<file path="src/verilog/busAckPkg.sv">
// Bus termination package
// Cycle space encoding, upper address map and ROM wait counter width
// shared by the decoder, both terminators and the acknowledge merger

package busAckPkg;

    //////////////////////////////
    // Cycle space
    //////////////////////////////

    // Space of the open bus cycle
    typedef enum logic [1:0] {
        SPACE_NONE = 2'd0,
        SPACE_ROM  = 2'd1,
        SPACE_CIA  = 2'd2
    } spaceT;

    //////////////////////////////
    // Address map
    //////////////////////////////

    // Upper address bits looked at by the decoder
    localparam int ADDR_HI_W = 8;

    // Kickstart ROM page and CIA page
    localparam logic [ADDR_HI_W-1:0] ROM_PAGE = 8'hF8;
    localparam logic [ADDR_HI_W-1:0] CIA_PAGE = 8'hBF;

    // ROM wait counter, delays of 1 to 15 falling edges
    localparam int DELAY_W = 4;

endpackage

</file>
<file path="src/verilog/cycleIf.sv">
// Bus cycle link between the decoder, the terminators and the merger
// Start pulse, held cycle space and the two termination strobes

`timescale 1ns/1ps

interface cycleIf import busAckPkg::*; ();

    // One clock pulse when a mapped cycle opens
    logic  start;
    // Space of the open cycle, SPACE_NONE when idle
    spaceT space;
    // One clock termination strobes
    logic  romAck;
    logic  ciaAck;

    // Decoder opens cycles and closes them again on either acknowledge
    modport decode (output start, output space, input romAck, input ciaAck);

    // ROM wait state terminator
    modport rom (input start, input space, output romAck);

    // CIA clock qualified terminator
    modport cia (input start, input space, output ciaAck);

    // Acknowledge merger sees the whole cycle
    modport merge (input start, input space, input romAck, input ciaAck);

endinterface

</file>
<file path="src/verilog/spaceDecoder.sv">
// Bus cycle space decoder
// Classifies each TS by the upper address bits, opens one cycle at a time
// and drives the ROM enable for the ROM space

`timescale 1ns/1ps

module spaceDecoder import busAckPkg::*; (
    input  logic                 CLK40,
    input  logic                 nRESET,
    input  logic                 ts,
    input  logic [ADDR_HI_W-1:0] addrHi,
    output logic                 nROMEN,
    cycleIf.decode               cyc
);

    // Cycle open, waiting for its acknowledge
    logic  busy;
    // Space hit by the current address
    spaceT hitSpace;

    // Address compare against the page map
    always_comb begin
        if (addrHi == ROM_PAGE) begin
            hitSpace = SPACE_ROM;
        end else if (addrHi == CIA_PAGE) begin
            hitSpace = SPACE_CIA;
        end else begin
            hitSpace = SPACE_NONE;
        end
    end

    always_ff @(posedge CLK40 or negedge nRESET) begin
        if (!nRESET) begin
            busy      <= 1'b0;
            cyc.start <= 1'b0;
            cyc.space <= SPACE_NONE;
        end else begin
            cyc.start <= 1'b0;
            if (busy) begin
                // New TS ignored until the cycle terminates
                if (cyc.romAck || cyc.ciaAck) begin
                    busy      <= 1'b0;
                    cyc.space <= SPACE_NONE;
                end
            end else if (ts && (hitSpace != SPACE_NONE)) begin
                cyc.start <= 1'b1;
                cyc.space <= hitSpace;
                busy      <= 1'b1;
            end
            // Unmapped cycles fall through to the bus timeout
        end
    end

    // ROM enable follows the held space
    assign nROMEN = (cyc.space != SPACE_ROM);

endmodule

</file>
<file path="src/verilog/romTerminator.sv">
// ROM cycle terminator
// Holds the acknowledge off for romDelay falling edges after start
// so the ROM access time is met before TA

`timescale 1ns/1ps

module romTerminator import busAckPkg::*; #(
    parameter int romDelay = 3
) (
    input  logic CLK40,
    input  logic nRESET,
    cycleIf.rom  cyc
);

    // Terminal count of the wait counter
    localparam logic [DELAY_W-1:0] DELAY_END = DELAY_W'(romDelay);

    //////////////////////////////
    // Wait state counter
    //////////////////////////////

    // Zero means idle
    logic [DELAY_W-1:0] waitCnt;

    // Falling edge sees the start pulse mid period
    always_ff @(negedge CLK40 or negedge nRESET) begin
        if (!nRESET) begin
            waitCnt    <= '0;
            cyc.romAck <= 1'b0;
        end else begin
            // Strobe lasts a single period
            cyc.romAck <= 1'b0;
            if (waitCnt == '0) begin
                // Only ROM cycles load the counter
                if (cyc.start && (cyc.space == SPACE_ROM)) begin
                    waitCnt <= DELAY_W'(1);
                end
            end else if (waitCnt == DELAY_END) begin
                // Setup met, terminate and go idle
                cyc.romAck <= 1'b1;
                waitCnt    <= '0;
            end else begin
                waitCnt <= waitCnt + DELAY_W'(1);
            end
        end
    end

    // Note that romDelay of 1 acks on the edge after start

endmodule

</file>
<file path="src/verilog/ciaTerminator.sv">
// CIA cycle terminator
// Synchronizes the slow CIA clock and ends a CIA cycle only after
// that clock has been seen high and then low

`timescale 1ns/1ps

module ciaTerminator import busAckPkg::*; (
    input  logic CLK40,
    input  logic nRESET,
    input  logic clkCia,
    cycleIf.cia  cyc
);

    //////////////////////////////
    // CIA clock history
    //////////////////////////////

    // Two stage synchronizer, bit 1 is the older sample
    logic [1:0] ciaHist;

    always_ff @(negedge CLK40 or negedge nRESET) begin
        if (!nRESET) begin
            ciaHist <= 2'b00;
        end else begin
            ciaHist <= {ciaHist[0], clkCia};
        end
    end

    //////////////////////////////
    // Termination
    //////////////////////////////

    // CIA cycle waiting for the clock
    logic pending;
    // High phase seen since start
    logic armed;

    always_ff @(negedge CLK40 or negedge nRESET) begin
        if (!nRESET) begin
            pending    <= 1'b0;
            armed      <= 1'b0;
            cyc.ciaAck <= 1'b0;
        end else begin
            cyc.ciaAck <= 1'b0;
            if (cyc.start && (cyc.space == SPACE_CIA)) begin
                pending <= 1'b1;
            end
            if (pending && !armed && (ciaHist == 2'b11)) begin
                armed <= 1'b1;
            end else if (armed && (ciaHist == 2'b00)) begin
                // Falling CIA edge after a high phase, safe to end
                cyc.ciaAck <= 1'b1;
                pending    <= 1'b0;
                armed      <= 1'b0;
            end
        end
    end

endmodule

</file>
<file path="src/verilog/ackMerger.sv">
// Transfer acknowledge merger
// Forms nTA and nTBI from the terminator strobes and keeps the TA line
// driven high one clock past the acknowledge

`timescale 1ns/1ps

module ackMerger import busAckPkg::*; (
    input  logic  CLK40,
    input  logic  nRESET,
    cycleIf.merge cyc,
    output logic  nTA,
    output logic  taDrive,
    output logic  nTBI
);

    // Acknowledge from the terminator that owns the space
    logic ackHit;
    // TA asserted this clock
    logic taLow;
    // Drive high after TA so the next cycle cannot end early
    logic holdHigh;
    // Cycle started and not yet acknowledged
    logic cycleOpen;

    assign ackHit = (cyc.romAck && (cyc.space == SPACE_ROM)) ||
                    (cyc.ciaAck && (cyc.space == SPACE_CIA));

    always_ff @(posedge CLK40 or negedge nRESET) begin
        if (!nRESET) begin
            taLow     <= 1'b0;
            holdHigh  <= 1'b0;
            cycleOpen <= 1'b0;
        end else begin
            taLow    <= ackHit;
            holdHigh <= taLow;
            if (cyc.start) begin
                cycleOpen <= 1'b1;
            end else if (ackHit) begin
                cycleOpen <= 1'b0;
            end
        end
    end

    // Burst inhibited on every acknowledged cycle
    assign nTA     = ~taLow;
    assign nTBI    = nTA;
    assign taDrive = cyc.start | cycleOpen | taLow | holdHigh;

endmodule

</file>
<file path="src/verilog/transferAckTop.sv">
// Transfer acknowledge top level
// Space decoder, ROM and CIA terminators and the acknowledge merger
// joined through one bus cycle interface

`timescale 1ns/1ps

module transferAckTop import busAckPkg::*; #(
    parameter int romDelay = 3
) (
    input  logic                 CLK40,
    input  logic                 nRESET,
    input  logic                 TS,
    input  logic [ADDR_HI_W-1:0] addrHi,
    input  logic                 CLKCIA,
    output logic                 nROMEN,
    output logic                 nTA,
    output logic                 nTBI,
    output logic                 taDrive
);

    // Shared cycle link
    cycleIf cyc ();

    //////////////////////////////
    // Decode
    //////////////////////////////

    spaceDecoder uDecoder (
        .CLK40  (CLK40),
        .nRESET (nRESET),
        .ts     (TS),
        .addrHi (addrHi),
        .nROMEN (nROMEN),
        .cyc    (cyc.decode)
    );

    //////////////////////////////
    // Terminators
    //////////////////////////////

    romTerminator #(.romDelay(romDelay)) uRomTerm (
        .CLK40  (CLK40),
        .nRESET (nRESET),
        .cyc    (cyc.rom)
    );

    ciaTerminator uCiaTerm (.CLK40(CLK40), .nRESET(nRESET), .clkCia(CLKCIA), .cyc(cyc.cia));

    // TA, TBI and drive enable at the pins
    ackMerger uMerger (
        .CLK40 (CLK40), .nRESET (nRESET), .cyc (cyc.merge),
        .nTA (nTA), .taDrive (taDrive), .nTBI (nTBI)
    );

endmodule

</file>
<file path="config.mk">
export PLATFORM = sky130hd
export DESIGN_NAME = transferAckTop
export DESIGN_NICKNAME = d
export VERILOG_FILES = /design/src/verilog/busAckPkg.sv /design/src/verilog/cycleIf.sv /design/src/verilog/spaceDecoder.sv /design/src/verilog/romTerminator.sv /design/src/verilog/ciaTerminator.sv /design/src/verilog/ackMerger.sv /design/src/verilog/transferAckTop.sv
export SDC_FILE = /design/constraint.sdc
export NUM_CORES = 1
export LEC_CHECK = 0
export BUFFER_PORTS_ARGS = -buffer_cell sky130_fd_sc_hd__buf_4
export CORE_MARGIN = 2
export CORE_UTILIZATION = 45
export CTS_CLUSTER_DIAMETER = 100
export DETAILED_ROUTE_END_ITERATION = 8
export GPL_TIMING_DRIVEN = 0
export PLACE_DENSITY = 0.68
export SLEW_MARGIN = 20
export SYNTH_ARGS = -nofsm -noshare
export SYNTH_HDL_FRONTEND = slang
export SYNTH_SLANG_ARGS = --single-unit
</file>
<file path="constraint.sdc">
create_clock -name CLK40 -period 3.3 [get_ports CLK40]
set_input_delay 0.165 -clock CLK40 [delete_from_list [all_inputs] [get_ports CLK40]]
set_output_delay 0.165 -clock CLK40 [all_outputs]
set_load 0.01 [all_outputs]
</file>
==> flow_metrics.env, run 1 <==
export IMPL_status="complete, no violations"
export IMPL_num_io_pins=16
export IMPL_maxCapViolCount=0
export IMPL_place_gp_congestion=0.782
export IMPL_ant_nets=0
export IMPL_clock_latency_ns=0.28
export IMPL_drive_above_1_share=0.291
export IMPL_worst_slack_ns=0.388
export IMPL_netlist_area_um2=768
export IMPL_synthesis_nets=80
export IMPL_synthesis_instances=66
export IMPL_cts_max_level=1
export IMPL_hold_path_class="primary input to flip-flop"
export IMPL_grt_pass1_vias=552
export IMPL_cp_slowest_cell="dfrtp_1"
export IMPL_die_w_um=45.3
export IMPL_overflow=0
export IMPL_critPathMaxStageDelay_ns=0.44
export IMPL_grt_max_degree=18
export IMPL_max_slew_margin_rel=0.749
export IMPL_fillCellCount=130
export IMPL_synthDistinctLibCells=32
export IMPL_crit_fanout=6
export IMPL_use_met3=0.0240
export IMPL_root_buffer="clkbuf_4"
export IMPL_r2r_slack_ns=0.39
export IMPL_start_util=0.493
export IMPL_cp_top_family="flip-flops"
export IMPL_power_leakage_nw=0.450
export IMPL_p_int_w=0.000392
export IMPL_fin_nets=101
export IMPL_track_usage=0.154
export IMPL_power_frac_seq=0.488
export IMPL_worstSetupPathType="flip-flop to flip-flop"
export IMPL_worst_pin_slew_ns=0.372
export IMPL_crit_path_cell_trace="nand3b_1, nand3_1, mux2_2"
export IMPL_multi_input_area_um2=317
export IMPL_p_sw_frac=0.298
export IMPL_p_clk_frac=0.194
export IMPL_cts_clk_slew_worst_paths_ns=0.10
export IMPL_grt_most_used_layer="met2"
export IMPL_reg_largest_list="uRomTerm.waitCnt: 4 flops, uCiaTerm.ciaHist: 2 flops, uDecoder.cyc.space: 2 flops"
export IMPL_ys_warn_count=0
export IMPL_core_area_mm2=0.00156
export IMPL_drt_pass1_iter_count=3
export IMPL_viasPerCell=5.31
export IMPL_cts_buffer_depth=2
export IMPL_vdd_drop_max_mv=0.307
export IMPL_ys_seq_elements=17
export IMPL_setup_tns_ns=0
export IMPL_top_register="uRomTerm.waitCnt"
export IMPL_endpoint_kind="flip-flop"
export IMPL_clock_skew_ns=0.00635
export IMPL_arrival_ns=1.40
export IMPL_setup_violations=0
export IMPL_drt_iter0_drc=8
export IMPL_dieArea_mm2=0.00205
export IMPL_place_detailed_hpwl_um=1060
export IMPL_worstPathBufferInverterCount=0
export IMPL_io_buffers=15
export IMPL_p_per_area_mw_per_mm2=595
export IMPL_drv_slew=0
export IMPL_grt_pass1_wl_um=2250
export IMPL_placementRows=14
export IMPL_cts_tree="done"
export IMPL_combPwrFrac=0.318
export IMPL_syn_area_per_cell_um2=11.6
export IMPL_area_delta_synth_final_pct=22.1
export IMPL_p_switching_w=0.000166
export IMPL_clock_sinks=17
export IMPL_hold_viol=0
export IMPL_drc=0
export IMPL_routedWlPerCell_um=13.1
export IMPL_vias=542
export IMPL_critPathRequiredTime_ns=1.79
export IMPL_antenna_cells=0
export IMPL_use_met2=0.274
export IMPL_largest_register_ffs=4
export IMPL_pre_cts_slack_ns=0.417
export IMPL_antenna_found_initial=0
export IMPL_seq_area_frac_synth=0.554
export IMPL_gr_usage_met1=0.179
export IMPL_start_kind="flip-flop"
export IMPL_routed_wl_um=1330
export IMPL_regArea_um2=425
export IMPL_die_h_um=45.3
export IMPL_cts_buffers=3
export IMPL_rsz0062_at_grt="false"
-- cells by family after synthesis --
group | synth area share
xor gates and xnor gates | 0.0114
DFF | 0.554
adders and majority gates | 0.0326
AOI/OAI and AO/OA | 0.125
and+or+nand+nor | 0.215
buffers and inverters | 0.0342
muxes | 0.0277
-- worst paths after layout --
path	start	end	depth (start not counted)
hold / removal	addrHi[3]	uDecoder.cyc.start$_DFF_PN0_	3
min in group asynchronous	nRESET	uDecoder.busy$_DFF_PN0_	2
hold reg to reg	uCiaTerm.ciaHist[0]$_DFF_NN0_	uCiaTerm.ciaHist[1]$_DFF_NN0_	0
max in group asynchronous	nRESET	uRomTerm.waitCnt[2]$_DFFE_NN0P_	2
setup / recovery	uDecoder.cyc.space[1]$_DFFE_PN0P_	uRomTerm.waitCnt[1]$_DFFE_NN0P_	3
setup reg to reg	uDecoder.cyc.space[1]$_DFFE_PN0P_	uRomTerm.waitCnt[1]$_DFFE_NN0P_	3
-- metrics by stage --
| stage | utilization | hold WS (ns) | std cells | total power (W) | cell area [um^2] |
|---|---|---|---|---|---|
| 2_1_floorplan | - | -0.131 | 66 | 0.000385 | 768 |
| 3_3_place_gp | 0.578 | 0.0392 | 97 | 0.000450 | 901 |
| 3_5_place_dp | 0.578 | 0.0406 | 97 | 0.000457 | 901 |
| 4_1_cts | 0.602 | 0.153 | 102 | 0.000569 | 938 |
| 5_1_grt | 0.602 | 0.155 | 102 | 0.000606 | 938 |
| 6_report | 0.602 | 0.164 | 102 | 0.000558 | 938 |
-- placed cells by master, fill, tap and decap left out, types with 3 or more instances in the layout --
cell type,instances
nand3_1,3
inv_1,5
buf_4,16
dfrtn_1,10
nand2_1,6
a21oi_1,3
dfrtp_1,7
nor2_1,3
clkbuf_4,3
-- timing repair --
action,in CTS,in global routing
hold endpoints to repair,7,0
gates resized for setup,0,0
hold buffers,1,0
buffers inserted,0,0
-- worst min-delay path, delay by kind of cell --
kind            cells  cell delay, ns
compound gates      1            0.05
buf+inv             1            0.12
simple gates        1            0.09
-- cell usage after synthesis --
library cell	number	area [um^2]
a211oi_1	1	7.51
a211oi_2	1	12.5
a21o_1	1	7.51
a21oi_1	3	15.0
buf_4	1	7.51
dfrtn_1	10	250
dfrtp_1	7	175
ha_1	2	25.0
inv_1	5	18.8
mux2_2	1	11.3
mux2i_1	1	10.0
nand2_1	6	22.5
nand2b_1	1	6.26
nand3_1	3	15.0
nand3b_1	2	15.0
nand4_1	1	6.26
nand4b_1	1	8.76
nand4b_4	1	23.8
nor2_1	3	11.3
nor2b_1	1	6.26
nor3_1	1	5.00
nor3b_1	1	7.51
nor4b_1	1	8.76
o211ai_1	1	7.51
o21ai_0	2	10.0
o21bai_1	1	7.51
o221a_2	1	11.3
o2bb2ai_1	1	8.76
o311ai_0	1	8.76
or4_1	2	15.0
or4b_4	1	13.8
xnor2_1	1	8.76
-- power by group through the flow --
stage	combinational, W	sequential (W)	clock [W]
after floorplan	0.000116	0.000269	0
after global placement	0.000175	0.000275	0
after detailed placement	0.000181	0.000276	0
after CTS	0.000181	0.000273	0.000115
after global routing	0.000204	0.000277	0.000125
final	0.000177	0.000273	0.000108
-- metal layers --
metal,wire [um],part of all wire
met1,596,0.45
met2,687,0.51
met3,50,0.037
met4,0,0
met5,0,0
-- final cells by class --
| type | instances | share of cell area |
|---|---|---|
| flip-flops and latches | 17 | 0.453 |
| multi-input cells | 43 | 0.337 |
| repair buffers | 16 | 0.131 |
| clock buffers | 3 | 0.0240 |
| well taps | 16 | 0.0213 |
| inverters | 5 | 0.0200 |
| plain buffers | 1 | 0.00800 |
| clock inverters | 1 | 0.00533 |
Power figures use the tool's default switching activity.
==> inputs of run 2 (changes only) <==
--- a/config.mk
+++ b/config.mk
@@ -6,7 +6,7 @@
 export NUM_CORES = 1
 export LEC_CHECK = 0
 export BUFFER_PORTS_ARGS = -buffer_cell sky130_fd_sc_hd__buf_4
-export CORE_MARGIN = 2
+export CORE_MARGIN = 10
 export CORE_UTILIZATION = 45
 export CTS_CLUSTER_DIAMETER = 100
 export DETAILED_ROUTE_END_ITERATION = 8
@@ -16,3 +16,4 @@
 export SYNTH_ARGS = -nofsm -noshare
 export SYNTH_HDL_FRONTEND = slang
 export SYNTH_SLANG_ARGS = --single-unit
+export TNS_END_PERCENT = 1
==> run 2 against run 1 <==
Compared with the run above:
- power increased by 0.18%
- global-route usage down 7.1 points
- clock skew fell by 0.0012 ns
- hold slack improved by 0.0038 ns
- die area up 83%
- largest cell class unchanged
==> flow_metrics.env, run 2 (synthesized netlist as in run 1, its figures left out) <==
export IMPL_status="complete, no violations"
export IMPL_post_route_util=0.602
export IMPL_grt_pass1_vias=601
export IMPL_die_h_um=61.3
export IMPL_drv_slew=0
export IMPL_crit_fanout=6
export IMPL_antenna_cells=0
export IMPL_num_io_pins=16
export IMPL_cts_max_level=1
export IMPL_worstPathBufferInverterCount=0
export IMPL_crit_path_cell_trace="nand3b_1, nand3_1, mux2_2"
export IMPL_start_kind="flip-flop"
export IMPL_cts_tree="done"
export IMPL_core_area_mm2=0.00156
export IMPL_maxCapViolCount=0
export IMPL_final_cell_mix="buf_4 (16), dfrtn_1 (10), dfrtp_1 (7)"
export IMPL_grt_max_degree=18
export IMPL_place_gp_congestion=0.757
export IMPL_finalPower_w=0.000559
export IMPL_placementRows=14
export IMPL_critPathRequiredTime_ns=1.78
export IMPL_cts_buffers=3
export IMPL_cp_slowest_cell="dfrtp_1"
export IMPL_setup_violations=0
export IMPL_finalNonFillerCells=102
export IMPL_cts_clk_slew_worst_paths_ns=0.10
export IMPL_dieArea_mm2=0.00376
export IMPL_drt_pass1_iter_count=5
export IMPL_clock_sinks=17
export IMPL_antenna_found_initial=0
export IMPL_rsz0062_at_grt="false"
export IMPL_top_register="uRomTerm.waitCnt"
export IMPL_p_per_area_mw_per_mm2=596
export IMPL_die_w_um=61.3
export IMPL_drt_iter0_drc=4
export IMPL_setup_tns_ns=0
export IMPL_cp_top_family="flip-flops"
export IMPL_routedWlPerCell_um=14.0
export IMPL_grt_pass1_wl_um=2400
export IMPL_final_common_cell="buf_4"
export IMPL_clock_skew_ns=0.00511
export IMPL_ant_nets=0
export IMPL_hold_viol=0
export IMPL_critPathMaxStageDelay_ns=0.44
export IMPL_max_slew_margin_rel=0.746
export IMPL_vias=544
export IMPL_power_leakage_nw=0.450
export IMPL_multi_input_area_um2=317
export IMPL_viasPerCell=5.33
export IMPL_place_inst=97
export IMPL_area_delta_synth_final_pct=22.1
export IMPL_worstSetupPathType="flip-flop to flip-flop"
export IMPL_clock_latency_ns=0.28
export IMPL_vdd_drop_max_mv=0.326
export IMPL_overflow=0
export IMPL_fin_nets=101
export IMPL_drive_above_1_share=0.291
export IMPL_drc=0
export IMPL_arrival_ns=1.38
export IMPL_cts_buffer_depth=2
export IMPL_io_buffers=15
export IMPL_cts_setup_buffers=0
export IMPL_regArea_um2=425
export IMPL_routed_wl_um=1430
export IMPL_start_util=0.493
export IMPL_hold_path_class="primary input to flip-flop"
export IMPL_worst_pin_slew_ns=0.377
export IMPL_fillCellCount=126
export IMPL_track_usage=0.0832
export IMPL_root_buffer="clkbuf_4"
export IMPL_reg_largest_list="uRomTerm.waitCnt: 4 flops, uCiaTerm.ciaHist: 2 flops, uDecoder.cyc.space: 2 flops"
export IMPL_largest_register_ffs=4
export IMPL_endpoint_kind="flip-flop"
export IMPL_place_detailed_hpwl_um=1160
run 2: cell counts in the layout (fill, tap and decap cells not counted):
Identical to the previous run, type by type.
run 2: power by group:
group	internal, W	total (W)	switching, W
Combinational	0.000101	0.000181	0.0000795
Clock	0.0000449	0.000108	0.0000627
Sequential	0.000246	0.000271	0.0000249
run 2: repair_timing:
action,in CTS,in global routing
resized for setup,0,0
hold endpoints to repair,7,0
endpoints found under the setup margin,0,0
hold buffers,1,0
run 2: per-layer routing:
metal,global-route usage,share of wire,vias to the layer above
li1,-,-,281
met1,0.0857,0.41,252
met2,0.149,0.50,11
met3,0.0309,0.096,0
met4,0.0326,0,0
met5,0,0,-
run 2: final cells by class:
type,count,area share
repair buffers,16,0.131
multi-input cells,43,0.337
flip-flops and latches,17,0.453
clock buffers,3,0.0240
clock inverters,1,0.00533
plain buffers,1,0.00800
inverters,5,0.0200
well taps,16,0.0213
run 2: final timing paths:
kind,start,end,slack [ns],cells after the start
setup reg to reg,uDecoder.cyc.space[1]$_DFFE_PN0P_,uRomTerm.waitCnt[1]$_DFFE_NN0P_,0.40,3
setup / recovery,uDecoder.cyc.space[1]$_DFFE_PN0P_,uRomTerm.waitCnt[1]$_DFFE_NN0P_,0.40,3
hold reg to reg,uCiaTerm.ciaHist[0]$_DFF_NN0_,uCiaTerm.ciaHist[1]$_DFF_NN0_,0.37,0
min in group asynchronous,nRESET,uMerger.holdHigh$_DFF_PN0_,0.28,2
hold / removal,addrHi[6],uDecoder.cyc.space[1]$_DFFE_PN0P_,0.17,3
max in group asynchronous,nRESET,uRomTerm.waitCnt[1]$_DFFE_NN0P_,1.26,2
run 2: stage by stage:
step           worst slack [ns]  area (um^2)  hold WS (ns)
3_5_place_dp              0.404          901        0.0416
6_report                  0.397          938         0.167
2_1_floorplan             0.520          768        -0.131
4_1_cts                   0.384          938         0.160
5_1_grt                   0.316          938         0.180
3_3_place_gp              0.413          901        0.0381
run 2: worst min-delay path, cell delays in order:
cell	delay [ns]
buf_4	0.09
or4_1	0.10
a211oi_1	0.06
